**src/hw/boardPkg.sv**
```systemverilog
// Shared bus types, address map and widths; imported by every board module
package boardPkg;

    // Bus widths
    localparam int wordWidth = 32;
    localparam int addrWidth = 16;

    // One processor bus request, no handshake
    typedef struct packed {
        logic [addrWidth-1:0]   addr;
        logic [wordWidth-1:0]   wdata;
        logic                   we;
        logic [wordWidth/8-1:0] be;
    } busReq;

    // Bus target after address decode
    typedef enum logic [2:0] {
        selMem,
        selTimer,
        selInput,
        selIndicator,
        selNone
    } deviceSel;

    // Memory window starts here, size comes from memWords
    localparam logic [addrWidth-1:0] memBase = 16'h0000;

    // Timer registers
    localparam logic [addrWidth-1:0] timerCtrlAddr   = 16'h7F00;
    localparam logic [addrWidth-1:0] timerPresetAddr = 16'h7F04;
    localparam logic [addrWidth-1:0] timerCountAddr  = 16'h7F08;

    // Switch banks 0-3 and 4-7, then the user keys
    localparam logic [addrWidth-1:0] dipLowAddr  = 16'h7F10;
    localparam logic [addrWidth-1:0] dipHighAddr = 16'h7F14;
    localparam logic [addrWidth-1:0] keyAddr     = 16'h7F18;

    // LED word and display word
    localparam logic [addrWidth-1:0] ledAddr     = 16'h7F20;
    localparam logic [addrWidth-1:0] displayAddr = 16'h7F24;

    // Timer control mode field
    typedef enum logic [0:0] {
        modeOneShot = 1'b0,
        modeReload  = 1'b1
    } timerMode;

    // Timer FSM
    typedef enum logic [1:0] {
        stIdle,
        stLoad,
        stCount,
        stHold
    } timerState;

endpackage
```
**src/hw/inputPanel.sv**
```systemverilog
// Switch and key input device; synchronizes active-low pins and flags key presses
`timescale 1ns/1ps

module inputPanel import boardPkg::*; (
    input  logic                 clk,
    input  logic                 arstN,
    input  logic                 we,
    input  logic [addrWidth-1:0] addr,
    input  logic [7:0][7:0]      dipSwitch,
    input  logic [7:0]           userKey,
    output logic [wordWidth-1:0] rdata,
    output logic                 keyIrq
);

    logic [7:0][7:0] dipMeta;
    logic [7:0][7:0] dipSync;
    logic [7:0]      keyMeta;
    logic [7:0]      keySync;
    logic [7:0]      keyPrev;
    logic            keyRise;

    // Pins are active low, store them inverted
    always_ff @(posedge clk or negedge arstN) begin
        if (!arstN) begin
            dipMeta <= '0;
            dipSync <= '0;
            keyMeta <= '0;
            keySync <= '0;
            keyPrev <= '0;
        end else begin
            dipMeta <= ~dipSwitch;
            dipSync <= dipMeta;
            keyMeta <= ~userKey;
            keySync <= keyMeta;
            keyPrev <= keySync;
        end
    end

    assign keyRise = |(keySync & ~keyPrev);

    // Clear wins over a new press in the same cycle
    always_ff @(posedge clk or negedge arstN) begin
        if (!arstN) begin
            keyIrq <= 1'b0;
        end else if (we && (addr == keyAddr)) begin
            keyIrq <= 1'b0;
        end else if (keyRise) begin
            keyIrq <= 1'b1;
        end
    end

    always_comb begin
        case (addr)
            dipLowAddr:  rdata = dipSync[3:0];
            dipHighAddr: rdata = dipSync[7:4];
            keyAddr:     rdata = {{(wordWidth-8){1'b0}}, keySync};
            default:     rdata = '0;
        endcase
    end

endmodule

```
**config.mk**
```make
export PLATFORM = sky130hd
export DESIGN_NAME = inputPanel
export DESIGN_NICKNAME = d
export VERILOG_FILES = /design/src/hw/boardPkg.sv /design/src/hw/inputPanel.sv
export SDC_FILE = /design/constraint.sdc
export NUM_CORES = 1
export LEC_CHECK = 0
export BUFFER_PORTS_ARGS = -buffer_cell sky130_fd_sc_hd__buf_4
export CORE_UTILIZATION = 25
export DETAILED_ROUTE_END_ITERATION = 6
export RECOVER_POWER = 25
export SYNTH_ARGS = -nofsm -noshare
export SYNTH_HDL_FRONTEND = slang
export SYNTH_SLANG_ARGS = --single-unit
export TNS_END_PERCENT = 30
```
**constraint.sdc**
```tcl
create_clock -name clk -period 1.3 [get_ports clk]
set_input_delay 0.13 -clock clk [delete_from_list [all_inputs] [get_ports clk]]
set_output_delay 0.13 -clock clk [all_outputs]
set_load 0.05 [all_outputs]
```
==> flow_metrics.tcl <==
set metrics [dict create \
    power_density_mw_per_mm2 1302 \
    r2r_end "keyIrq" \
    synthCells 328 \
    clock-skew-final_ps 6.052 \
    swShare 0.2144 \
    crit_path_top_delay_cell "nor4b_4" \
    wirelength_mm 10.11 \
    max_cap_viol_count 0 \
    synth_top_area_frac 0.7958 \
    std_cell_rows 50 \
    slowest_delay_ps 310 \
    num-nets-final 646 \
    track_usage 0.1119 \
    crit_path_start_kind "primary input" \
    htree_num_levels 4 \
    dieHeight_um 140.7 \
    yosysMostFrequentCell "dfrtp_1" \
    cp.required_ps 1170 \
    gr-max-usage-layer "met2" \
    internal-power_w 0.008171 \
    fmax_mhz 642.9 \
    crit_fanout 24 \
    rr_startpoint "keySync[5]" \
    hold_path_end "keySync[0]" \
    wl_per_cell_um 12.62 \
    dr.first_iter.drc_count 63 \
    setup_viol 32 \
    start_util 0.2563 \
    yosys-top-cells-area "dfrtp_1 80%, mux2i_1 6.7%, inv_1 6.2%" \
    drive_above_1_share 0.3827 \
    vias_per_cell 3.814 \
    worst-setup-path-type "primary input to output port" \
    cts_sinks 153 \
    grt.overflow.total 0 \
    synth_top_family_by_area "buffers and inverters" \
    firstDrtPassIters 4 \
    fin_ws_ps -255.5 \
    cts.path.max_buffers 2 \
    path_cells "buf_6, nor4b_4, buf_4, nand4b_4, buf_12, nor2_2, buf_6" \
    p_sw_w 0.002229 \
    arrival_ps 1430 \
    globalRouteMet2Util 0.1953 \
    seq_area_frac_synth 0.7958 \
    grt_pass1_wl_mm 16.68 \
    reg2reg_slack_ps 90 \
    gr-usage-met3 0.03091 \
    ant_nets 0 \
    pre_cts_slack_ps -374.0 \
    path_common_cell "buf_6" \
    yosys.area.top_type "dfrtp_1" \
    place.gp.congestion 0.7545 \
    core_mm2 0.01877 \
    grt_pass1_vias 3394 \
    synth_edf_count 0 \
    cts_buffers 17 \
    hold-path-cell-count 0 \
    synthFlopType "dfrtp_1" \
    p_seq_frac 0.488 \
    die_area_mm2 0.01980 \
    clkPwrFrac 0.438 \
    grt_use_met1 0.1281 \
    hold_start "keyMeta[0]" \
    synth_nets 419 \
    ir_drop_v 0.0008152 \
    areaGrowthSynthToFinish_pct 66.06 \
    synth_compound_area_frac 0.01691 \
    hold_class "flop to flop" \
    numPortBuffers 123 \
    vias 3055 \
    antenna_cells 0 \
    leakagePower_nw 3.903 \
    fin_crit_sh 1.197 \
    violations "negative setup slack" \
    max_slew_margin 0.2889 \
    hpwl_mm 6.616 \
    end_kind "output port" \
    synthMuxAreaShare 0.06658 \
    yosys-top-cells-count "153 x dfrtp_1, 80 x inv_1, 32 x mux2i_1" \
    rsz0062_at_grt "yes" \
    period_needed_ps 1556 \
    grt_max_degree 55 \
    yosys_register_bits 153 \
    synth-adder-area-share 0 \
    synth-simple-area-share 0.04707 \
    status "finished, violations left" \
    r2r_cells 4 \
    tightest_slew_ps 1067 \
    grt_antenna_before_repair 0 \
    synthDistinctLibCells 21 \
    ys_warn_count 0 \
    root_buffer "clkbuf_16" \
    syn_area_mm2 0.004811 \
    synth_xor_area_frac 0 \
    slew_viol_final 0 \
    die_w_um 140.7 \
    ys_async_sr_fraction 1.000 \
    clkLatencyLatePin_ps 400 \
    drc 0 \
    path_clk_slew_ps 60 \
    setup_tns_ps -5872 \
    pwr-share-comb 0.073 \
    cts_tree "built" \
    syn_area_per_cell_um2 14.67 \
    num_io_pins 124 \
    hold_viol_final 0 \
]
placed cells by master, fill, tap and decap left out, drive strengths merged, types with 2 or more instances in the layout:
cell	n
buf	125
clkbuf	37
clkinv	6
clkinvlp	2
dfrtp	153
dlygate4sd3	74
inv	81
mux2i	32
nand2	8
nand3	2
nand4b	2
nor2	26
nor4b	2
o21ai	7
o22ai	2
per-layer routing:
layer,part of all wire,up-vias
li1,-,1440
met1,0.40,1528
met2,0.55,77
met3,0.034,10
met4,0.016,0
met5,0,-
final cells by class:
class                           count  area (um2)
Tap cell                          234       292.8
Timing Repair Buffer              215        2032
Fill cell                        1692       10780
Sequential cell                   153        3829
Multi-Input combinational cell     88       979.7
Inverter                           80       300.3
Clock buffer                       21       460.4
Clock inverter                     10       95.09
through the flow:
stage	instance area [um2]	util	hold WS [ps]	std cells	power [W]
3_5_place_dp	6455	0.3439	-23.15	696	0.005754
5_1_grt	7989	0.4257	352.2	801	0.01088
2_1_floorplan	5079	-	-165.6	328	0.005316
6_report	7989	0.4257	345.4	801	0.01040
3_3_place_gp	6455	0.3439	-24.62	696	0.005725
4_1_cts	7945	0.4233	108.1	801	0.01056
worst max-delay path: cells and delay by family:
kind / cells / cell delay (ps)
and+or+nand+nor: 3 / 600
buffers and inverters: 4 / 640
power groups by stage:
stage                     Sequential (W)  Clock [W]  Combinational (W)
after global routing             0.00510    0.00494           0.000843
after floorplan                  0.00513          0           0.000183
after global placement           0.00515          0           0.000578
after CTS                        0.00508    0.00470           0.000782
final                            0.00508    0.00456           0.000763
after detailed placement         0.00516          0           0.000592
cells by family after synthesis:
kind of cell,count (synthesis)
DFF,153
and+or+nand+nor,43
AOI/OAI and AO/OA,13
muxes,32
buffers and inverters,87
timing repair:
action                                  in CTS  in global routing
hold buffers                                74                  0
pin swaps                                   12                  3
endpoints found under the setup margin      32                 33
gates resized for setup                     51                 13
buffers inserted                             1                  0
hold endpoints to repair                   226                  0
registers in the layout, indices dropped and copies added (netlist names):
signal   cells
keyMeta      8
keyPrev      8
keySync      8
keyIrq       1
dipMeta     64
dipSync     64
how the worst max path moves through the flow:
stage / start / endpoint / slack, ps / cells after the start
finish: addr[6] / rdata[31] / -260 / 7
CTS: addr[6] / rdata[31] / -250 / 7
global route: addr[6] / rdata[31] / -330 / 7
global placement: addr[5] / rdata[5] / -330 / 7
floorplan: addr[5] / rdata[0] / -110 / 3
detailed placement: addr[5] / rdata[3] / -370 / 7
Note: power is estimated with default switching activity, not from simulation.
