### src/hw/boardPkg.sv
// Shared bus types, address map and widths; imported by every board module
package boardPkg;

    // Bus widths
    localparam int wordWidth = 32;
    localparam int addrWidth = 16;

    // One processor bus request, no handshake
    typedef struct packed {
        logic [addrWidth-1:0]   addr;
        logic [wordWidth-1:0]   wdata;
        logic                   we;
        logic [wordWidth/8-1:0] be;
    } busReq;

    // Bus target after address decode
    typedef enum logic [2:0] {
        selMem,
        selTimer,
        selInput,
        selIndicator,
        selNone
    } deviceSel;

    // Memory window starts here, size comes from memWords
    localparam logic [addrWidth-1:0] memBase = 16'h0000;

    // Timer registers
    localparam logic [addrWidth-1:0] timerCtrlAddr   = 16'h7F00;
    localparam logic [addrWidth-1:0] timerPresetAddr = 16'h7F04;
    localparam logic [addrWidth-1:0] timerCountAddr  = 16'h7F08;

    // Switch banks 0-3 and 4-7, then the user keys
    localparam logic [addrWidth-1:0] dipLowAddr  = 16'h7F10;
    localparam logic [addrWidth-1:0] dipHighAddr = 16'h7F14;
    localparam logic [addrWidth-1:0] keyAddr     = 16'h7F18;

    // LED word and display word
    localparam logic [addrWidth-1:0] ledAddr     = 16'h7F20;
    localparam logic [addrWidth-1:0] displayAddr = 16'h7F24;

    // Timer control mode field
    typedef enum logic [0:0] {
        modeOneShot = 1'b0,
        modeReload  = 1'b1
    } timerMode;

    // Timer FSM
    typedef enum logic [1:0] {
        stIdle,
        stLoad,
        stCount,
        stHold
    } timerState;

endpackage
### src/hw/intervalTimer.sv
// Interval timer device with control, preset and count registers and a maskable interrupt
`timescale 1ns/1ps

module intervalTimer import boardPkg::*; (
    input  logic                 clk,
    input  logic                 arstN,
    input  logic                 we,
    input  logic [addrWidth-1:0] addr,
    input  logic [wordWidth-1:0] wdata,
    output logic [wordWidth-1:0] rdata,
    output logic                 timerIrq
);

    // Control register layout, bit 2 is spare but kept for readback
    typedef struct packed {
        logic     irqMask;
        logic     spare;
        timerMode mode;
        logic     enable;
    } timerCtrl;

    timerCtrl             ctrl;
    logic [wordWidth-1:0] preset;
    logic [wordWidth-1:0] count;
    timerState            state;
    logic                 ctrlWrite;
    logic                 presetWrite;

    assign ctrlWrite   = we && (addr == timerCtrlAddr);
    assign presetWrite = we && (addr == timerPresetAddr);

    always_ff @(posedge clk or negedge arstN) begin
        if (!arstN) begin
            preset <= '0;
        end else if (presetWrite) begin
            preset <= wdata;
        end
    end

    always_ff @(posedge clk or negedge arstN) begin
        if (!arstN) begin
            ctrl     <= '0;
            count    <= '0;
            state    <= stIdle;
            timerIrq <= 1'b0;
        end else if (ctrlWrite) begin
            // Any control write restarts or stops and drops the irq
            ctrl     <= timerCtrl'(wdata[3:0]);
            timerIrq <= 1'b0;
            state    <= wdata[0] ? stLoad : stIdle;
        end else begin
            case (state)
                stLoad: begin
                    count <= preset;
                    state <= stCount;
                end
                stCount: begin
                    if (count == '0) begin
                        timerIrq <= ctrl.irqMask;
                        if (ctrl.mode == modeReload) begin
                            count <= preset;
                        end else begin
                            ctrl.enable <= 1'b0;
                            state       <= stHold;
                        end
                    end else begin
                        count    <= count - 1'b1;
                        timerIrq <= 1'b0;
                    end
                end
                // Idle waits for enable, hold keeps the irq level
                default: begin
                end
            endcase
        end
    end

    always_comb begin
        case (addr)
            timerCtrlAddr:   rdata = {{(wordWidth-4){1'b0}}, ctrl};
            timerPresetAddr: rdata = preset;
            timerCountAddr:  rdata = count;
            default:         rdata = '0;
        endcase
    end

endmodule

### config.mk
export PLATFORM = sky130hd
export DESIGN_NAME = intervalTimer
export DESIGN_NICKNAME = d
export VERILOG_FILES = /design/src/hw/boardPkg.sv /design/src/hw/intervalTimer.sv
export SDC_FILE = /design/constraint.sdc
export NUM_CORES = 1
export LEC_CHECK = 0
export BUFFER_PORTS_ARGS = -buffer_cell sky130_fd_sc_hd__buf_2
export CAP_MARGIN = 20
export CELL_PAD_IN_SITES_DETAIL_PLACEMENT = 1
export CELL_PAD_IN_SITES_GLOBAL_PLACEMENT = 2
export CORE_MARGIN = 2
export CORE_UTILIZATION = 35
export CTS_BUF_LIST = sky130_fd_sc_hd__clkbuf_2
export CTS_CLUSTER_DIAMETER = 40
export DETAILED_ROUTE_END_ITERATION = 8
export PLACE_DENSITY_LB_ADDON = 0.25
export SLEW_MARGIN = 20
export SYNTH_ARGS = -nofsm -noshare
export SYNTH_HDL_FRONTEND = slang
export SYNTH_SLANG_ARGS = --single-unit
### constraint.sdc
create_clock -name clk -period 2.9 [get_ports clk]
set_input_delay 0.58 -clock clk [delete_from_list [all_inputs] [get_ports clk]]
set_output_delay 0.58 -clock clk [all_outputs]
set_load 0.01 [all_outputs]
==> metrics.md <==
| Metric | Value |
|---|---|
| Worst setup EP type | `output port` |
| Commonest non-fill, non-tap cells in the layout | `buf_2 (83), dfrtp_1 (71), o21ai_0 (36)` |
| Dpl cells | `646` |
| Layout cells sized above 1 | `0.347` |
| Max-slew headroom | `0.381` |
| FF-to-FF Start | `count[0]` |
| CTS resizes | `0` |
| R2R Path End | `count[5]` |
| Clock transition at path regs | `about 0.2 ns` |
| Worst Path Required | `2.32 ns` |
| Most common cell after layout, fill and taps aside | `buf_2` |
| Post-layout min period | `2.67 ns` |
| Final setup TNS | `0 ns` |
| Clock skew after layout | `between 0.02 and 0.03 ns` |
| GRT overflow | `0` |
| Die Width | `between 100 and 150 um` |
| Seq cells post-synth | `71` |
| GRT Total Usage | `0.204` |
| Mean post-synth cell area | `around 10 sq um` |
| DP HPWL | `9060 um` |
| DRT iter0 DRCs | `125` |
| Final net count | `between 500 and 600` |
| CTS Buf Count | `9` |
| I/O pin count | `84` |
| Critical Path AT | `2.09 ns` |
| Slew @ Worst Pin | `0.929 ns` |
| Netlist Area Pre-Place | `a little over 4000 sq um` |
| Core area | `roughly 11000 sq um` |
| Sink Count | `71` |
| Worst Hold Class | `input port to asynchronous set/reset pin` |
| Crit path launch type | `input port` |
| Via density | `5.66` |
| Buffers added on ports | `83` |
| Chip height | `113 um` |
| # diodes | `0` |
| Root Driver | `clkbuf_2` |
| Largest net degree at the start of global routing | `39` |
| CP Max Fanout | `17` |
| Layout area overhead | `19.5%` |
| Setup slack, reg-to-reg | `0.30 ns` |
| Fin. Hold Viols | `0` |
| Non-Filler Instances | `~660` |
| Synth async-reset ratio | `1.00` |
| Routed len/inst | `roughly 18 um` |
| Yosys warns | `0` |
| # setup viols final | `0` |
| Synth Flop Type | `dfrtp_1` |
| Post-CTS Setup Bufs | `0` |
| Power per cell area | `409 nW/um^2` |
| TritonCTS clock tree | `built` |
| CTS Buffer Depth | `2` |
| Row Count | `39` |
| Vias in the first global route | `around 4000` |
| Post-synth EDFFs | `0` |
| Max frequency | `0.374 GHz` |
| Leakage | `2.26 nW` |
| Initial antenna violation count | `0` |
| Post-synthesis sequential area ratio | `0.431` |
| Setup CP Type | `input port to output port` |
| Peak supply drop | `roughly 0.20 mV` |
| Final wirelength | `12200 um` |
| Crit share post-route | `0.921` |
| Die ar. | `12700 sq um` |
| Worst-Skew Late Latency | `0.54 ns` |
| Fin. max-slew vios | `0` |
| DRT antenna net count | `0` |
| Via total after detailed routing | `3738` |
| Synth unique cells | `58` |
| Status | `complete, no violations` |
| First-pass GRT wire length | `20700 um` |
| Synth Net Count | `477` |
| H-tree levels | `3` |
| Number of max-cap violations | `0` |
| GP Congestion | `around 0.85` |
| Post-Syn Instances | `422` |
| RSZ-0062 raised after global routing | `false` |
| Pre-antenna DRT Iters | `5` |
| Hold-fix buffers, CTS | `0` |
| Initial Util | `0.359` |
| Worst Reg-to-Reg Cells | `9` |
| # DRC | `0` |
## how the worst max path moves through the flow
stage / start / endpoint / slack (ns) / cells after the start
2_1_floorplan: addr[5] / rdata[11] / 0.33 / 5
3_3_place_gp: addr[5] / rdata[4] / 0.28 / 7
3_5_place_dp: addr[5] / rdata[4] / 0.21 / 7
4_1_cts: addr[5] / rdata[4] / 0.20 / 7
5_1_grt: addr[5] / rdata[4] / 0.05 / 7
6_report: addr[5] / rdata[4] / 0.23 / 7
## registers in the layout (all words and copies together), names as in the netlist
name	flops
state	2
preset	32
count	32
ctrl	4
timerIrq	1
## synth_stat cells, types with 3 or more instances
master / number / area share
o21ai_0: 36 / 0.044
mux2i_1: 5 / 0.012
ha_1: 4 / 0.012
buf_2: 9 / 0.011
a21oi_1: 30 / 0.036
nand2b_1: 7 / 0.011
inv_1: 8 / 0.0073
or3_1: 4 / 0.0061
o311ai_0: 4 / 0.0085
nand2_1: 25 / 0.023
nor2_1: 33 / 0.030
a22o_1: 28 / 0.060
and4_1: 3 / 0.0064
nand3_1: 12 / 0.015
nor4_1: 5 / 0.0076
mux2_2: 35 / 0.096
nor3_1: 18 / 0.022
o21ai_1: 4 / 0.0049
a22oi_1: 4 / 0.0073
nand4_1: 5 / 0.0076
o2bb2ai_1: 7 / 0.015
clkbuf_1: 15 / 0.014
o31ai_1: 3 / 0.0055
buf_4: 3 / 0.0055
or2_2: 3 / 0.0046
dfrtp_1: 71 / 0.43
## stage by stage
stage / util / worst slack (ns) / total power, mW / hold WS, ns / area [sq um]
floorplan: - / 0.327 / 1.41 / 0.284 / 4120
global placement: 0.423 / 0.279 / 1.55 / 0.489 / 4850
detailed placement: 0.423 / 0.209 / 1.57 / 0.496 / 4850
CTS: 0.429 / 0.204 / 2.04 / 0.147 / 4920
global route: 0.429 / 0.0498 / 2.15 / 0.162 / 4920
finish: 0.429 / 0.228 / 2.01 / 0.146 / 4920
## worst max-delay path: stages
cell and delay (ns):
buf_2 0.10, nor4_2 0.29, nand4_1 0.32, nor2_2 0.22, buf_4 0.26, a22o_1 0.18
buf_2 0.13
## logic make-up after synthesis
kind of cell,Yosys count,synth area share
AOI/OAI and AO/OA,132,0.215
muxes,40,0.108
adders and majority gates,4,0.0121
buffers and inverters,38,0.0419
DFF,71,0.431
and+or+nand+nor,137,0.192
## final cells by class
cell class | instances | area [sq um]
clock buffers | 13 | 65.1
clock inverters | 2 | 8.76
fillers | 1347 | 6540
inverters | 8 | 30.0
multi-input cells | 313 | 2190
flip-flops and latches | 71 | 1780
well taps | 143 | 179
repair buffers | 111 | 676
## routing by layer
| metal | wire, um | vias up | global-route usage |
|---|---|---|---|
| met5 | 0 | - | 0 |
| met4 | 270 | 0 | 0.0854 |
| met3 | 315 | 19 | 0.0329 |
| met2 | 6000 | 60 | 0.340 |
| met1 | 5610 | 1889 | 0.265 |
| li1 | - | 1770 | - |
## power breakdown
part | internal, mW | switching (mW)
clock | 0.119 | 0.350
sequential | 1.09 | 0.153
combinational | 0.142 | 0.163
(Power assumes the default switching activity.)
