$ cat config.mk
export PLATFORM = sky130hd
export DESIGN_NAME = busBridge
export DESIGN_NICKNAME = d
export VERILOG_FILES = /design/src/hw/boardPkg.sv /design/src/hw/busBridge.sv
export SDC_FILE = /design/constraint.sdc
export NUM_CORES = 1
export LEC_CHECK = 0
export BUFFER_PORTS_ARGS = -buffer_cell sky130_fd_sc_hd__clkbuf_2
export CAP_MARGIN = 20
export CORE_AREA = 2 2 86 88
export DETAILED_ROUTE_END_ITERATION = 10
export DIE_AREA = 0 0 88 90
export SKIP_LAST_GASP = 1
export SLEW_MARGIN = 25
export SYNTH_ARGS = -nofsm -noshare
export SYNTH_HDL_FRONTEND = slang
export SYNTH_SLANG_ARGS = --single-unit
$ cat constraint.sdc
create_clock -name vclk -period 1.8
set_clock_uncertainty 0.2 [all_clocks]
set_input_delay 0 -clock vclk [all_inputs]
set_output_delay 0 -clock vclk [all_outputs]
set_load 0.1 [all_outputs]
$ cat src/hw/boardPkg.sv
// Shared bus types, address map and widths; imported by every board module
package boardPkg;

    // Bus widths
    localparam int wordWidth = 32;
    localparam int addrWidth = 16;

    // One processor bus request, no handshake
    typedef struct packed {
        logic [addrWidth-1:0]   addr;
        logic [wordWidth-1:0]   wdata;
        logic                   we;
        logic [wordWidth/8-1:0] be;
    } busReq;

    // Bus target after address decode
    typedef enum logic [2:0] {
        selMem,
        selTimer,
        selInput,
        selIndicator,
        selNone
    } deviceSel;

    // Memory window starts here, size comes from memWords
    localparam logic [addrWidth-1:0] memBase = 16'h0000;

    // Timer registers
    localparam logic [addrWidth-1:0] timerCtrlAddr   = 16'h7F00;
    localparam logic [addrWidth-1:0] timerPresetAddr = 16'h7F04;
    localparam logic [addrWidth-1:0] timerCountAddr  = 16'h7F08;

    // Switch banks 0-3 and 4-7, then the user keys
    localparam logic [addrWidth-1:0] dipLowAddr  = 16'h7F10;
    localparam logic [addrWidth-1:0] dipHighAddr = 16'h7F14;
    localparam logic [addrWidth-1:0] keyAddr     = 16'h7F18;

    // LED word and display word
    localparam logic [addrWidth-1:0] ledAddr     = 16'h7F20;
    localparam logic [addrWidth-1:0] displayAddr = 16'h7F24;

    // Timer control mode field
    typedef enum logic [0:0] {
        modeOneShot = 1'b0,
        modeReload  = 1'b1
    } timerMode;

    // Timer FSM
    typedef enum logic [1:0] {
        stIdle,
        stLoad,
        stCount,
        stHold
    } timerState;

endpackage
$ cat src/hw/busBridge.sv
// Address decoder between processor bus and devices; steers writes, muxes reads, packs irqs
`timescale 1ns/1ps

module busBridge import boardPkg::*; #(
    parameter int memWords = 1024
) (
    input  busReq                 req,
    output logic                  memWe,
    output logic                  timerWe,
    output logic                  inputWe,
    output logic                  indicatorWe,
    input  logic [wordWidth-1:0]  memRd,
    input  logic [wordWidth-1:0]  timerRd,
    input  logic [wordWidth-1:0]  inputRd,
    input  logic [wordWidth-1:0]  indicatorRd,
    input  logic                  timerIrq,
    input  logic                  keyIrq,
    output logic [wordWidth-1:0]  rdata,
    output logic [1:0]            irq
);

    deviceSel             target;
    logic [addrWidth-1:0] memOffset;
    logic                 memHit;

    // Memory covers memWords words from memBase
    assign memOffset = req.addr - memBase;
    assign memHit    = 32'(memOffset) < 32'(memWords) * 32'd4;

    // Device windows match on the upper 12 address bits
    always_comb begin
        if (memHit) begin
            target = selMem;
        end else if (req.addr[addrWidth-1:4] == timerCtrlAddr[addrWidth-1:4]) begin
            target = selTimer;
        end else if (req.addr[addrWidth-1:4] == dipLowAddr[addrWidth-1:4]) begin
            target = selInput;
        end else if (req.addr[addrWidth-1:4] == ledAddr[addrWidth-1:4]) begin
            target = selIndicator;
        end else begin
            target = selNone;
        end
    end

    // Only the selected device sees the strobe
    assign memWe       = req.we && (target == selMem);
    assign timerWe     = req.we && (target == selTimer);
    assign inputWe     = req.we && (target == selInput);
    assign indicatorWe = req.we && (target == selIndicator);

    always_comb begin
        case (target)
            selMem:       rdata = memRd;
            selTimer:     rdata = timerRd;
            selInput:     rdata = inputRd;
            selIndicator: rdata = indicatorRd;
            default:      rdata = '0;
        endcase
    end

    // Bit 0 timer, bit 1 keys
    assign irq = {keyIrq, timerIrq};

endmodule

==> flow_metrics.py, run 1 <==
metrics = {
    "worst_hold_path": {
        "min_path_cells": 3,
        "min_from": "req[4]",
        "holdCritPathClass": "input port to primary output",
    },
    "global_route": {
        "grtUsageTotal": 0.125,
        "antenna_found_initial": 0,
        "grt_pass1_wl_mm": 8.31,
        "overflow": 0,
        "grt_pass1_vias": 1833,
        "grt_max_degree": 20,
    },
    "yosys": {
        "synth_xor_area_frac": 0,
        "syn_area_um2": 1110,
        "netlist_instances": 127,
        "synth_fp_nets": 310,
        "synth.distinct_cells": 17,
        "ys_seq_area_frac": 0,
        "synth_top_family_by_area": "compound AO/OA/AOI/OAI gates",
        "synthMuxAreaShare": 0.287,
        "synth_area_leaders": "mux2i_1 (29%), a22o_1 (25%), o2bb2ai_1 (25%)",
        "yosys_warnings": 0,
        "synth_compound_area_frac": 0.503,
        "synth.top_cell.area_share": 0.287,
        "yosys.area_share.simple": 0.0999,
        "syn_area_per_cell_um2": 8.78,
        "synthAdderAreaFrac": 0,
        "yosysTopAreaCell": "mux2i_1",
    },
    "floorplan": {
        "dieHeight_um": 90,
        "io_pins": 221,
        "start_util": 0.159,
        "fp.dieW_um": 88,
        "coreArea_um2": 7020,
        "dieArea_um2": 7920,
        "row_count": 31,
    },
    "sta": {
        "drv_slew": 0,
        "fin_crit_sh": 0.836,
        "grt_setup_unrepaired": "false",
        "fin_setup_tns_ns": 0,
        "clock.fmax_mhz": 665,
        "period_needed_ns": 1.50,
        "slew_headroom": 0.342,
        "fin_hold_ws_ns": 0.211,
        "worst_slew_pin_slew_ns": 0.984,
        "setup_viol": 0,
        "hold_viol": 0,
    },
    "cells_and_area": {
        "final_nets": 481,
        "layout_commonest_cell": "clkbuf_2",
        "diodes": 0,
        "fin_area_um2": 2690,
        "drive_gt1_frac": 0.655,
        "nClkBuffers": 0,
        "seq_cells": 0,
        "instances_no_fill": 395,
        "syn_to_final_growth_pct": 141,
        "mostFrequentLayoutCells": "clkbuf_2 (141), buf_12 (38), mux2i_1 (32), o2bb2ai_1 (32), a22o_1 (32)",
        "seq_area_um2": 0,
    },
    "clock_network": {
        "post-cts-setup-buffer-count": 0,
        "cts_resized": 0,
        "cts_hold_buf": 2,
    },
    "power_and_ir_drop": {
        "p_leak_nw": 1.33,
        "ir_drop_mv": 0.0593,
        "p_per_area_nw_per_um2": 190,
        "power_mw": 0.511,
    },
    "outcome": {
        "outcome": "complete, no violations",
    },
    "placement": {
        "placed_cells": 393,
        "post-dp-hpwl_mm": 4.60,
        "dpl_cell_area_um2": 2670,
        "port-buffer-count": 177,
        "place.gp.congestion": 0.736,
    },
    "detailed_routing": {
        "drt_first_pass_iters": 4,
        "drc": 0,
        "antenna_left": 0,
        "wl_per_cell_um": 13.4,
        "dr_total_vias": 1805,
        "finalWirelength_mm": 5.30,
        "drt_iter0_drc": 53,
        "viasPerCell": 4.57,
    },
    "flow_run": {
        "max-cap-violations": 0,
    },
    "critical_path": {
        "required_ns": 1.60,
        "critPathLaunch": "req[44]",
        "endpoint_kind": "primary output",
        "critical_path_class": "input port to primary output",
        "setup.worst_path.start_class": "input port",
        "cp.arrival_ns": 1.30,
        "critPathMaxFanout": 3,
    },
}
[cell usage after synthesis (2+ instances only)]
library cell	count
clkbuf_1	3
mux2i_1	32
buf_2	11
buf_6	3
buf_4	3
nor3b_2	2
o2bb2ai_1	32
a22o_1	32
[per-layer routing]
layer / wire [µm] / GRT usage
met1: 1840 / 0.134
met2: 2850 / 0.254
met3: 553 / 0.0220
met4: 56 / 0.0128
met5: 0 / 0
[cell families (layout without fill, tap and decap cells)]
| family | after synthesis | count (layout) |
|---|---|---|
| compound gates | 64 | 64 |
| mux | 32 | 32 |
| buf+inv | 20 | 189 |
| simple gates | 11 | 11 |
[worst max-delay path: stages]
cell and delay, ns:
clkbuf_2 0.11, or3b_1 0.36, or3_4 0.38, nor3b_4 0.25, buf_12 0.20
[per-stage QoR]
stage | setup WS (ns) | util
after floorplan | -0.309 | -
after global placement | 0.309 | 0.381
after detailed placement | 0.290 | 0.381
after CTS | 0.293 | 0.383
after global routing | 0.216 | 0.383
final | 0.296 | 0.383
[power breakdown]
| group | leakage (nW) | total [mW] | internal, mW | switching, mW |
|---|---|---|---|---|
| Combinational | 1.33 | 0.511 | 0.249 | 0.263 |
| Sequential | 0 | 0 | 0 | 0 |
| Clock | 0 | 0 | 0 | 0 |
| Total | 1.33 | 0.511 | 0.249 | 0.263 |
[final cells by class]
cell class         instances  area, µm²
well taps                 99        124
multi-input cells        107       1020
fillers                  710       4330
repair buffers           189       1550
[final timing paths]
check | end | slack, ns
worst min-delay path | memWe | 0.21
worst max-delay path | inputWe | 0.30
No activity file was read; power rests on OpenSTA's default activity.
==> run 2: changes to the inputs <==
Clock period 1.8 ns to 1.5 ns, I/O delays scaled along.
==> flow_metrics.py, run 2 (synthesis results as in run 1) <==
metrics = {
    "outcome": {
        "outcome": "complete, no violations",
    },
    "power_and_ir_drop": {
        "internal_power_mw": 0.313,
        "clkPwrFrac": 0,
        "ir_drop_mv": 0.0725,
        "power_mw": 0.633,
        "p_leak_nw": 1.39,
        "power.switching_mw": 0.320,
        "p_per_area_nw_per_um2": 224,
        "sw_frac_of_total": 0.506,
        "p_comb_frac": 1.000,
        "sequentialPowerShare": 0,
    },
    "sta": {
        "drv_slew": 0,
        "grt_setup_unrepaired": "true",
        "clock.fmax_mhz": 679,
        "period_needed_ns": 1.47,
        "slew_headroom": 0.348,
        "fin_setup_tns_ns": 0,
        "setup_viol": 0,
        "worst_slew_pin_slew_ns": 0.974,
        "fin_crit_sh": 0.982,
        "hold_viol": 0,
    },
    "cells_and_area": {
        "filler_cell_count": 691,
        "mostFrequentLayoutCells": "clkbuf_2 (141), buf_12 (40), mux2i_1 (32), o2bb2ai_1 (32), a22o_2 (32)",
        "seq_cells": 0,
        "layout_commonest_cell": "clkbuf_2",
        "diodes": 0,
        "nClkBuffers": 0,
        "final_nets": 488,
        "syn_to_final_growth_pct": 153,
        "seq_area_um2": 0,
        "drive_gt1_frac": 0.772,
    },
    "detailed_routing": {
        "viasPerCell": 4.55,
        "antenna_left": 0,
        "drt_first_pass_iters": 2,
        "wl_per_cell_um": 14.2,
        "finalWirelength_mm": 5.69,
        "drt_iter0_drc": 20,
        "drc": 0,
        "dr_total_vias": 1828,
    },
    "floorplan": {
        "start_util": 0.159,
        "dieArea_um2": 7920,
        "coreArea_um2": 7020,
        "fp.dieW_um": 88,
        "row_count": 31,
        "io_pins": 221,
        "dieHeight_um": 90,
    },
    "global_route": {
        "grt_pass1_vias": 1946,
        "grtUsageTotal": 0.130,
        "antenna_found_initial": 0,
        "overflow": 0,
        "grt_max_degree": 20,
        "grt_pass1_wl_mm": 8.67,
    },
    "critical_path": {
        "setup.worst_path.start_class": "input port",
        "critPathMaxFanout": 3,
        "cp_top_family": "simple AND/OR/NAND/NOR gates",
        "critical_path_cell_count": 5,
        "worst-path-buf-inv": 2,
        "crit_chain": "clkbuf_2 -> or3b_1 -> or3_4 -> nor3b_4 -> buf_12",
        "crit_path_end": "indicatorWe",
        "critical_path_class": "input port to primary output",
        "endpoint_kind": "primary output",
        "cp_slowest_stage_delay_ns": 0.39,
        "cp.arrival_ns": 1.27,
        "cp_slowest_cell": "or3_4",
        "critPathLaunch": "req[44]",
        "required_ns": 1.30,
    },
    "placement": {
        "place.gp.congestion": 0.745,
        "port-buffer-count": 177,
        "post-dp-hpwl_mm": 4.88,
    },
    "flow_run": {
        "max-cap-violations": 0,
    },
    "worst_hold_path": {
        "holdCritPathClass": "input port to primary output",
    },
}
==> run 2: cell types whose count changed in the layout (fill, tap and decap cells not counted) <==
cell,change
and2_2,+1
buf_6,+2
and2_1,-1
buf_4,+2
nor3_4,+1
clkbuf_4,+1
buf_12,+2
a22o_1,-32
a22o_2,+32
nor3_2,-1
==> run 2: how the worst min path moves through the flow <==
stage / cells after the start / slack (ns) / endpoint / from
floorplan: 1 / 0.01 / irq[0] / timerIrq
global placement: 0 / -0.20 / irq[0] / timerIrq
detailed placement: 0 / -0.20 / irq[0] / timerIrq
CTS: 3 / 0.20 / rdata[16] / memRd[16]
global route: 3 / 0.20 / rdata[21] / memRd[21]
finish: 3 / 0.20 / rdata[29] / memRd[29]
==> run 2: layout make-up <==
type               instances  area (µm²)  area share
multi-input cells        107        1070       0.378
well taps                 99         124      0.0439
repair buffers           196        1630       0.578
==> run 2: repair_timing <==
action                                  4_1_cts  5_1_grt
hold buffers                                  2        0
cloned                                        0        1
setup buffers                                 0        1
endpoints found under the setup margin       13       16
gates resized for setup                       1        2
endpoints found under the hold margin         2        0
==> run 2: through the flow <==
| stage | worst slack [ns] | instances | cell area [µm²] | hold WS (ns) | util |
|---|---|---|---|---|---|
| after floorplan | -0.282 | 127 | 1180 | 0.0115 | - |
| after global placement | 0.0257 | 398 | 2780 | -0.199 | 0.396 |
| after detailed placement | -0.00672 | 398 | 2780 | -0.199 | 0.396 |
| after CTS | 0.0190 | 400 | 2810 | 0.198 | 0.400 |
| after global routing | -0.00976 | 402 | 2820 | 0.204 | 0.402 |
| final | 0.0268 | 402 | 2820 | 0.197 | 0.402 |
==> run 2: routing by layer <==
layer  vias to the layer above  GRT usage  wire [µm]
li1                        896          -          -
met1                       834      0.137       2060
met2                        96      0.269       3120
met3                         2     0.0202        488
met4                         0     0.0103         19
met5                         -          0          0
==> run 2: power by group through the flow <==
stage	combinational, mW	sequential [mW]	clock (mW)
2_1_floorplan	0.322	0	0
3_3_place_gp	0.601	0	0
3_5_place_dp	0.613	0	0
4_1_cts	0.639	0	0
5_1_grt	0.683	0	0
6_report	0.633	0	0
