**src/hw/boardPkg.sv**
```systemverilog
// Shared bus types, address map and widths; imported by every board module
package boardPkg;

    // Bus widths
    localparam int wordWidth = 32;
    localparam int addrWidth = 16;

    // One processor bus request, no handshake
    typedef struct packed {
        logic [addrWidth-1:0]   addr;
        logic [wordWidth-1:0]   wdata;
        logic                   we;
        logic [wordWidth/8-1:0] be;
    } busReq;

    // Bus target after address decode
    typedef enum logic [2:0] {
        selMem,
        selTimer,
        selInput,
        selIndicator,
        selNone
    } deviceSel;

    // Memory window starts here, size comes from memWords
    localparam logic [addrWidth-1:0] memBase = 16'h0000;

    // Timer registers
    localparam logic [addrWidth-1:0] timerCtrlAddr   = 16'h7F00;
    localparam logic [addrWidth-1:0] timerPresetAddr = 16'h7F04;
    localparam logic [addrWidth-1:0] timerCountAddr  = 16'h7F08;

    // Switch banks 0-3 and 4-7, then the user keys
    localparam logic [addrWidth-1:0] dipLowAddr  = 16'h7F10;
    localparam logic [addrWidth-1:0] dipHighAddr = 16'h7F14;
    localparam logic [addrWidth-1:0] keyAddr     = 16'h7F18;

    // LED word and display word
    localparam logic [addrWidth-1:0] ledAddr     = 16'h7F20;
    localparam logic [addrWidth-1:0] displayAddr = 16'h7F24;

    // Timer control mode field
    typedef enum logic [0:0] {
        modeOneShot = 1'b0,
        modeReload  = 1'b1
    } timerMode;

    // Timer FSM
    typedef enum logic [1:0] {
        stIdle,
        stLoad,
        stCount,
        stHold
    } timerState;

endpackage
```
**src/hw/indicatorPanel.sv**
```systemverilog
// LED and four-digit seven-segment display device with a free-running digit scan
`timescale 1ns/1ps

module indicatorPanel import boardPkg::*; #(
    parameter int scanDivBits = 4
) (
    input  logic                 clk,
    input  logic                 arstN,
    input  logic                 we,
    input  logic [addrWidth-1:0] addr,
    input  logic [wordWidth-1:0] wdata,
    output logic [wordWidth-1:0] rdata,
    output logic [wordWidth-1:0] led,
    output logic [7:0]           segment,
    output logic [3:0]           digitSel
);

    logic [wordWidth-1:0]   display;
    logic [scanDivBits+1:0] scanCount;
    logic [1:0]             digit;
    logic [3:0]             nibble;

    // Segments active high, bit 0 is a through bit 6 is g
    function automatic logic [6:0] hexToSeg(input logic [3:0] nib);
        case (nib)
            4'h0:    return 7'h3F;
            4'h1:    return 7'h06;
            4'h2:    return 7'h5B;
            4'h3:    return 7'h4F;
            4'h4:    return 7'h66;
            4'h5:    return 7'h6D;
            4'h6:    return 7'h7D;
            4'h7:    return 7'h07;
            4'h8:    return 7'h7F;
            4'h9:    return 7'h6F;
            4'hA:    return 7'h77;
            4'hB:    return 7'h7C;
            4'hC:    return 7'h39;
            4'hD:    return 7'h5E;
            4'hE:    return 7'h79;
            default: return 7'h71;
        endcase
    endfunction

    always_ff @(posedge clk or negedge arstN) begin
        if (!arstN) begin
            led     <= '0;
            display <= '0;
        end else if (we) begin
            if (addr == ledAddr) begin
                led <= wdata;
            end
            if (addr == displayAddr) begin
                display <= wdata;
            end
        end
    end

    // Top two counter bits pick the digit
    assign digit  = scanCount[scanDivBits+1 -: 2];
    assign nibble = display[digit*4 +: 4];

    // Select and segments registered together so they stay aligned
    always_ff @(posedge clk or negedge arstN) begin
        if (!arstN) begin
            scanCount <= '0;
            digitSel  <= 4'hF;
            segment   <= '0;
        end else begin
            scanCount <= scanCount + 1'b1;
            digitSel  <= ~(4'b0001 << digit);
            segment   <= {1'b0, hexToSeg(nibble)};
        end
    end

    always_comb begin
        case (addr)
            ledAddr:     rdata = led;
            displayAddr: rdata = display;
            default:     rdata = '0;
        endcase
    end

endmodule

```
**config.mk**
```make
export PLATFORM = sky130hd
export DESIGN_NAME = indicatorPanel
export DESIGN_NICKNAME = d
export VERILOG_FILES = /design/src/hw/boardPkg.sv /design/src/hw/indicatorPanel.sv
export SDC_FILE = /design/constraint.sdc
export NUM_CORES = 1
export LEC_CHECK = 0
export BUFFER_PORTS_ARGS = -buffer_cell sky130_fd_sc_hd__buf_2
export CORE_ASPECT_RATIO = 0.5
export CORE_MARGIN = 10
export CORE_UTILIZATION = 54
export DETAILED_ROUTE_END_ITERATION = 7
export PLACE_DENSITY = 0.9
export SLEW_MARGIN = 20
export SYNTH_ARGS = -nofsm -noshare
export SYNTH_HDL_FRONTEND = slang
export SYNTH_SLANG_ARGS = --single-unit
```
**constraint.sdc**
```tcl
create_clock -name clk -period 3.7 [get_ports clk]
set_input_delay 0.185 -clock clk [delete_from_list [all_inputs] [get_ports clk]]
set_output_delay 0.185 -clock clk [all_outputs]
set_load 0.03 [all_outputs]
```
==> results of run 1 <==
## report_power, final
part | switching, mW | leakage (nW) | total (mW) | internal, mW
sequential | 0.000208 | 1.07 | 0.886 | 0.886
clock | 0.363 | 0.146 | 0.891 | 0.528
combinational | 0.0330 | 1.40 | 0.0547 | 0.0216
## cells by family (layout without fill, tap and decap cells)
logic type,count (synthesis),after routing
AO/OA/AOI/OAI,45,45
other,1,1
AND/OR/NAND/NOR,27,27
XOR/XNOR,8,8
multiplexers,69,69
adder cells (fa/ha/maj),8,8
buffers and inverters,23,149
flip-flops,81,81
## sequential cells by signal (all words and copies together), names as in the netlist
name	flops
display	32
led	32
digitSel	4
scanCount	6
segment	7
## stage by stage
step                util [%]  cells  area, µm²  hold slack [ps]
finish                  70.2    480       4690            0.211
global placement        65.7    464       4390              379
CTS                     70.2    480       4690             49.3
global route            70.2    480       4690             71.2
detailed placement      65.7    464       4390              400
floorplan                  -    262       3720             -111
## per-layer routing
layer / vias to the layer above / share of wire, % / track usage, %
met3: 31 / 6.8 / 6.04
met1: 1371 / 35 / 18.9
li1: 1209 / - / -
met4: 0 / 3.7 / 9.31
met2: 92 / 54 / 33.5
met5: - / 0 / 0
## layout make-up
class	count	area, µm²	area share, %
flip-flops and latches	81	2030	43.3
multi-input cells	158	1570	33.5
repair buffers	128	651	13.9
clock buffers	9	225	4.80
well taps	92	115	2.46
clock inverters	7	77.6	1.65
inverters	5	18.8	0.400
## layout by cell type (no fill, tap or decap), types with 2 or more instances in the layout
cell type and instances:
buf_2 124, dfrtp_1 77, mux2_1 60, a22o_1 32
clkbuf_16 9, ha_1 8, mux4_2 5, inv_1 5
xor2_1 5, a21oi_1 5, nand3_1 4, mux2_2 4
dfstp_2 4, buf_4 4, xnor2_1 3, nand2_1 3
or2_2 3, a31oi_1 3, nand2b_1 3, nor4_4 2
nor2_1 2, o21ai_0 2, inv_6 2, clkinv_4 2
## worst max-delay path by stage
stage                  to  slack [ps]
2_1_floorplan      led[0]        1710
3_3_place_gp   display[4]        1090
3_5_place_dp   display[2]         980
4_1_cts        display[2]        1290
5_1_grt        display[2]        1150
6_report       display[2]        1290
## critical path: stages
cell,delay (ps)
buf_2,90
or4b_4,560
nor4_4,260
buf_4,390
nand2_2,550
mux2_1,550
==> results.cfg, run 1 <==
[cells_and_area]
drive_gt1_share_pct = 42.3
area_growth_syn_to_layout_pct = 26.1
n_fill_cell = 475
diodes = 0
nets = 442

[yosys]
synth-main-ff-cell = dfrtp_1
syn_nets = 321
synth_area_um2 = 3720
synthSimpleGateAreaFrac_pct = 5.48
synthArstFlopShare_pct = 100
synthAdderAreaFrac_pct = 2.69
syn_inst = 262
synth_compound_area_share_pct = 9.62
yosys_warnings = 0
ys_seq_area_share_pct = 54.6
avgSynthCellArea_um2 = 14.2
synth_top_family_by_area = multiplexers
synth_seq_cells = 81
synth_edf_count = 0
yosys-mux-area-fraction_pct = 22.4
synth_area_leaders = dfrtp_1, mux2_1, a22o_1, mux4_2, dfstp_2
ys_top_cells_by_count = dfrtp_1, mux2_1, a22o_1
post-synth-top-count-cell = dfrtp_1
synth_largest_area_cell = dfrtp_1
synth-xor-area-share_pct = 1.88
synth.top_cell.area_share_pct = 51.8
yosysUniqueCellTypes = 37

[status]
status = finished clean

[sta]
tns_ps = 0
fin_skew_ps = 6.46
rsz0062_at_grt = no
period_share_pct = 65.0
slew-limit-headroom_pct = 34.0
timing_hold_violations_final = 0
setup_viol = 0
tightest_slew_ps = 990
worst_slack_ps = 1290
max_freq_mhz = 415
drv_slew = 0
min_period_ps = 2410

[drt]
postRouteAntennaNets = 0
vias = 2703
finalWirelength_um = 9940
drt-initial-drc-count = 207
dr.pass1.iters = 4
post_drt_wl_per_cell_um = 20.7
drc = 0
viasPerCell = 5.63

[global_route]
grt_pass1_vias = 2967
grt_overflow = 0
grt_pass1_wl_um = 15600
grt_max_degree = 82
grt.total_usage_pct = 18.5
antenna_found_initial = 0

[worst_setup_path]
crit_start = addr[7]
r2r_start = scanCount[4]
r2r_end = segment[3]
path_class = primary input to flip-flop
cp-end-kind = flip-flop
ff2ff_setup_slack_ps = 1550
crit_arrival_ps = 2610
cp.required_ps = 3900
cp_max_fo = 33
r2r_cells = 6
startpoint_type = primary input

[clocking]
cts.hold.buffers_added = 0
root_buffer = clkbuf_16
cts_max_path_buffers = 2
cts_tree = done
cts_buffers = 9
path_clk_slew_ps = 60
clk_latency_ps = 330
cts-resized-gates = 0
post_cts_buffers = 0
cts_htree_levels = 3
clock-sinks = 81

[place]
place_worst_setup_slack_ps = 981
dp_hpwl_um = 7010
io_buffer_count = 125
place.gp.congestion = 0.876

[job]
max_cap_viol_count = 0

[pwr]
p_per_area_nw_per_um2 = 391
max-vdd-ir-drop_mv = 0.246
total_power_mw = 1.83
cellLeakagePower_nw = 2.62

[floorplan]
die-area_um2 = 10800
core_um2 = 6670
initial_core_util_pct = 55.7
chipWidth_um = 137
die_height_um = 78.7
io_pins = 127
rows = 21

[min_path]
hold_path_class = primary input to asynchronous set/reset pin
No activity file was read; power rests on OpenSTA's default activity.
==> inputs of run 2 (changes only) <==
- ABC_AREA: default -> 1
- CORE_UTILIZATION: 54 -> 47
- PLACE_DENSITY: 0.9 -> 0.82
- clock period: 3.7 -> 2.1 ns (I/O delays scaled with it)
==> results.cfg, run 2 <==
[cells_and_area]
final_cell_mix = nand2_1, buf_2, dfrtp_1, nand4_1, inv_1
drive_gt1_share_pct = 26.7
n_fill_cell = 795
nets = 713
stdcell_count = 776
reg_top3 = display x32, led x32, segment x7
area_growth_syn_to_layout_pct = 25.6
layout_commonest_cell = nand2_1
diodes = 0

[worst_setup_path]
startpoint_type = flip-flop
cpMostUsedCell = nand2_1
crit_arrival_ps = 2180
cp_num_buf_inv = 4
ff2ff_setup_slack_ps = 200
cp.required_ps = 2370
cp_cell_sequence = inv_2, nand2_1, o22ai_1, nor2_1, o21ai_1, inv_1, buf_4, ha_1, inv_1, nand2_1, nand2_1, nand2_1, nand2_1
cp_max_fo = 7
cp-end-kind = flip-flop
max_stage_delay_ps = 440
path_class = flip-flop to flip-flop
crit_family = buffers and inverters
slowest_stage = dfrtp_1

[clocking]
clock-sinks = 81
cts_buffers = 9
cts_tree = done
root_buffer = clkbuf_16
clk_latency_ps = 340
path_clk_slew_ps = 60
cts_max_path_buffers = 2
cts_htree_levels = 3

[floorplan]
die_height_um = 86.8
io_pins = 127
core_um2 = 8680
die-area_um2 = 13300
rows = 24
chipWidth_um = 154
initial_core_util_pct = 48.3

[sta]
period_share_pct = 90.6
slew-limit-headroom_pct = 55.2
max_freq_mhz = 525
drv_slew = 0
timing_hold_violations_final = 0
holdWs_ps = 10.9
tightest_slew_ps = 670
tns_ps = 0
setup_viol = 0
fin_skew_ps = 4.17
rsz0062_at_grt = no
min_period_ps = 1900

[place]
placedCellCount = 758
dp_hpwl_um = 9020
io_buffer_count = 125
place.gp.congestion = 0.836

[drt]
vias = 4151
postRouteAntennaNets = 0
drc = 0
drt-initial-drc-count = 303
post_drt_wl_per_cell_um = 16.7
dr.pass1.iters = 6
viasPerCell = 5.35
finalWirelength_um = 12900

[global_route]
use_met2_pct = 34.5
antenna_found_initial = 0
grt_max_degree = 46
grtUsageMet1_pct = 21.5
grt_pass1_wl_um = 21000
met3_usage_pct = 5.39
grt-busiest-layer = met2
grt_pass1_vias = 4293
grt.total_usage_pct = 19.3
grt_overflow = 0

[yosys]
synth_largest_area_cell = dfrtp_1
ys_seq_area_share_pct = 48.5
avgSynthCellArea_um2 = 7.83
post-synth-top-count-cell = nand2_1
synth_area_um2 = 4190
synth_edf_count = 0
synth.top_cell.area_share_pct = 46.0
synth_seq_cells = 81
yosys_warnings = 0
yosysUniqueCellTypes = 27
synth_area_leaders = dfrtp_1, nand2_1, nand4_1, nand3_1, inv_1
syn_nets = 594
synthArstFlopShare_pct = 100
syn_inst = 535
ys_top_cells_by_count = nand2_1, dfrtp_1, nand4_1
synth-main-ff-cell = dfrtp_1

[job]
max_cap_viol_count = 0

[status]
status = finished clean

[min_path]
hold_path_class = primary input to flip-flop

[pwr]
p_per_area_nw_per_um2 = 633
max-vdd-ir-drop_mv = 0.513
cellLeakagePower_nw = 2.84
[run 2: cells by family after synthesis]
kind of cell | Yosys count | synth area share (%)
and+or+nand+nor | 316 | 34.9
buffers and inverters | 87 | 8.57
xor gates and xnor gates | 4 | 0.836
adders and majority gates | 8 | 2.39
DFF | 81 | 48.5
AOI/OAI and AO/OA | 38 | 4.66
other | 1 | 0.0895
[run 2: final timing paths]
check	start	end	cells after the start
worst max-delay path	scanCount[5]	segment[3]	13
worst min-delay path	wdata[30]	display[30]	3
worst max register to register	scanCount[5]	segment[3]	13
worst min register to register	scanCount[0]	scanCount[0]	1
max in group asynchronous	arstN	display[12]	3
min in group asynchronous	arstN	display[30]	2
[run 2: routing by layer]
metal / wire length (µm) / part of all wire [%] / up-vias
met5: 0 / 0 / -
met1: 5330 / 41 / 1963
li1: - / - / 1988
met3: 888 / 6.9 / 23
met4: 282 / 2.2 / 0
met2: 6430 / 50 / 177
[run 2: layout make-up]
class	count	area [µm²]	share of cell area (%)
clock buffers	12	256	4.88
inverters	51	191	3.64
clock inverters	4	51.3	0.975
flip-flops and latches	81	2030	38.6
well taps	117	146	2.78
multi-input cells	367	1800	34.2
repair buffers	144	786	14.9
[run 2: timing repair]
item / 4_1_cts / 5_1_grt
setup endpoints to repair: 0 / 4
hold buffers: 1 / 0
buffers inserted: 0 / 1
gates resized for setup: 0 / 1
endpoints found under the hold margin: 40 / 0
[run 2: tightest hold or removal path: cells and delay by family]
family	cells	cell delay, ps
and+or+nand+nor	2	130
buffers and inverters	1	90
[run 2: per-stage QoR]
stage	instance area [µm²]	utilization, %	total power [mW]	setup slack [ps]
floorplan	4190	-	1.63	330
global placement	4940	56.9	1.74	240
detailed placement	4940	56.9	1.74	148
CTS	5250	60.5	3.35	131
global route	5260	60.6	3.43	2.19
finish	5260	60.6	3.33	197
[run 2: report_power, final]
| part | total, mW | internal (mW) | switching, mW |
|---|---|---|---|
| Clock | 1.62 | 0.986 | 0.632 |
| Combinational | 0.150 | 0.0486 | 0.102 |
| Sequential | 1.56 | 1.56 | 0.000338 |
==> inputs of run 3 (changes only) <==
- REMOVE_ABC_BUFFERS: default -> 1
==> results.cfg, run 3 (synthesis results as in run 2) <==
[status]
status = finished clean

[drt]
dr.pass1.iters = 5
post_drt_wl_per_cell_um = 16.5
finalWirelength_um = 12800
vias = 4154
viasPerCell = 5.37
drt-initial-drc-count = 402
drc = 0
postRouteAntennaNets = 0

[worst_setup_path]
cpMostUsedCell = nand2_1
startpoint_type = flip-flop
max_stage_delay_ps = 440
cp_cell_sequence = inv_2, nand2_1, o22ai_1, nor2_1, o21ai_0, inv_1, ha_1, nand3_1, nand2_1, nand2_1, nand2_1
path_class = flip-flop to flip-flop
r2r_cells = 11
cp.required_ps = 2320
cp-end-kind = flip-flop
crit_arrival_ps = 2210
cp_max_fo = 7
slowest_stage = dfrtp_2

[cells_and_area]
final_util_pct = 60.9
reg_top3 = display x32, led x32, segment x7
diodes = 0
drive_gt1_share_pct = 26.9
layout_commonest_cell = nand2_1
final_cell_mix = nand2_1, buf_2, dfrtp_1, nand4_1, inv_1
nets = 711
area_growth_syn_to_layout_pct = 26.1

[sta]
rsz0062_at_grt = no
fin_skew_ps = 5.28
slew-limit-headroom_pct = 54.4
max_freq_mhz = 504
setup_viol = 0
worst_slack_ps = 115
timing_hold_violations_final = 0
period_share_pct = 94.5
drv_slew = 0
tightest_slew_ps = 681
min_period_ps = 1990

[global_route]
grt.total_usage_pct = 18.5
antenna_found_initial = 0
grt_max_degree = 45
grt_pass1_wl_um = 20500
grt_pass1_vias = 4135
grt_overflow = 0

[place]
io_buffer_count = 125
place.gp.congestion = 0.844
place_worst_setup_slack_ps = 106
dp_hpwl_um = 8890

[job]
max_cap_viol_count = 0

[floorplan]
core_um2 = 8680
die-area_um2 = 13300
initial_core_util_pct = 48.3
chipWidth_um = 154
io_pins = 127
die_height_um = 86.8
rows = 24

[min_path]
whs_path_depth = 3
hold_path_class = primary input to flip-flop

[clocking]
cts_max_path_buffers = 2
cts_buffers = 9
clk_latency_ps = 340
cts_tree = done
root_buffer = clkbuf_16
cts_htree_levels = 3
path_clk_slew_ps = 60
post_cts_buffers = 0
clock-sinks = 81

[pwr]
total_power_mw = 3.52
cellLeakagePower_nw = 2.85
max-vdd-ir-drop_mv = 0.412
p_per_area_nw_per_um2 = 666
[run 3: cell count changes in the layout (fill, tap and decap cells not counted), sizes merged]
cell / before / now
clkbuf: 12 / 10
clkinvlp: 1 / 0
bufinv: 1 / 3
clkinv: 2 / 3
buf: 143 / 141
[run 3: layout make-up]
cell class	count	area, µm²
fillers	779	3390
flip-flops and latches	81	2030
multi-input cells	367	1800
repair buffers	142	771
clock buffers	10	239
inverters	51	191
well taps	117	146
clock inverters	6	105
[run 3: metrics by stage]
stage / TNS, ps / instances / instance area, µm² / hold slack, ps
2_1_floorplan: -198 / 499 / 4020 / -191
3_3_place_gp: 0 / 757 / 4930 / 134
3_5_place_dp: 0 / 757 / 4930 / 148
4_1_cts: 0 / 774 / 5280 / 5.42
5_1_grt: 0 / 774 / 5280 / 14.6
6_report: 0 / 774 / 5280 / 11.5
[run 3: path summary, 6_finish.rpt]
kind                                   start      endpoint  slack (ps)
worst min register to register  scanCount[0]  scanCount[0]         460
max in group asynchronous              arstN  scanCount[2]        1150
worst max-delay path            scanCount[5]    segment[3]         110
worst min-delay path               wdata[16]   display[16]          10
worst max register to register  scanCount[5]    segment[3]         110
min in group asynchronous              arstN       led[23]         310
[run 3: where the power goes]
part	leakage (nW)	total [mW]	internal (mW)	switching, mW
combinational	1.61	0.151	0.0492	0.101
clock	0.172	1.81	1.19	0.618
sequential	1.07	1.56	1.56	0.000331
[run 3: timing repair]
item,in CTS,in global routing
resized for setup,0,2
hold buffers,1,0
hold endpoints to repair,39,0
setup endpoints to repair,0,3
[run 3: worst max-delay path: cells and delay by family, from the launching register on]
family | cells | cell delay [ps]
AO/OA/AOI/OAI | 2 | 380
buffers and inverters | 2 | 310
adder cells (fa/ha/maj) | 1 | 330
AND/OR/NAND/NOR | 6 | 410
flip-flops | 1 | 440
[run 3: layer usage]
metal / vias up / wire length (µm) / global-route usage (%)
met3: 14 / 739 / 4.75
met5: - / 0 / 0
met4: 0 / 132 / 5.20
met1: 2021 / 5100 / 21.0
li1: 1985 / - / -
met2: 134 / 6800 / 34.1
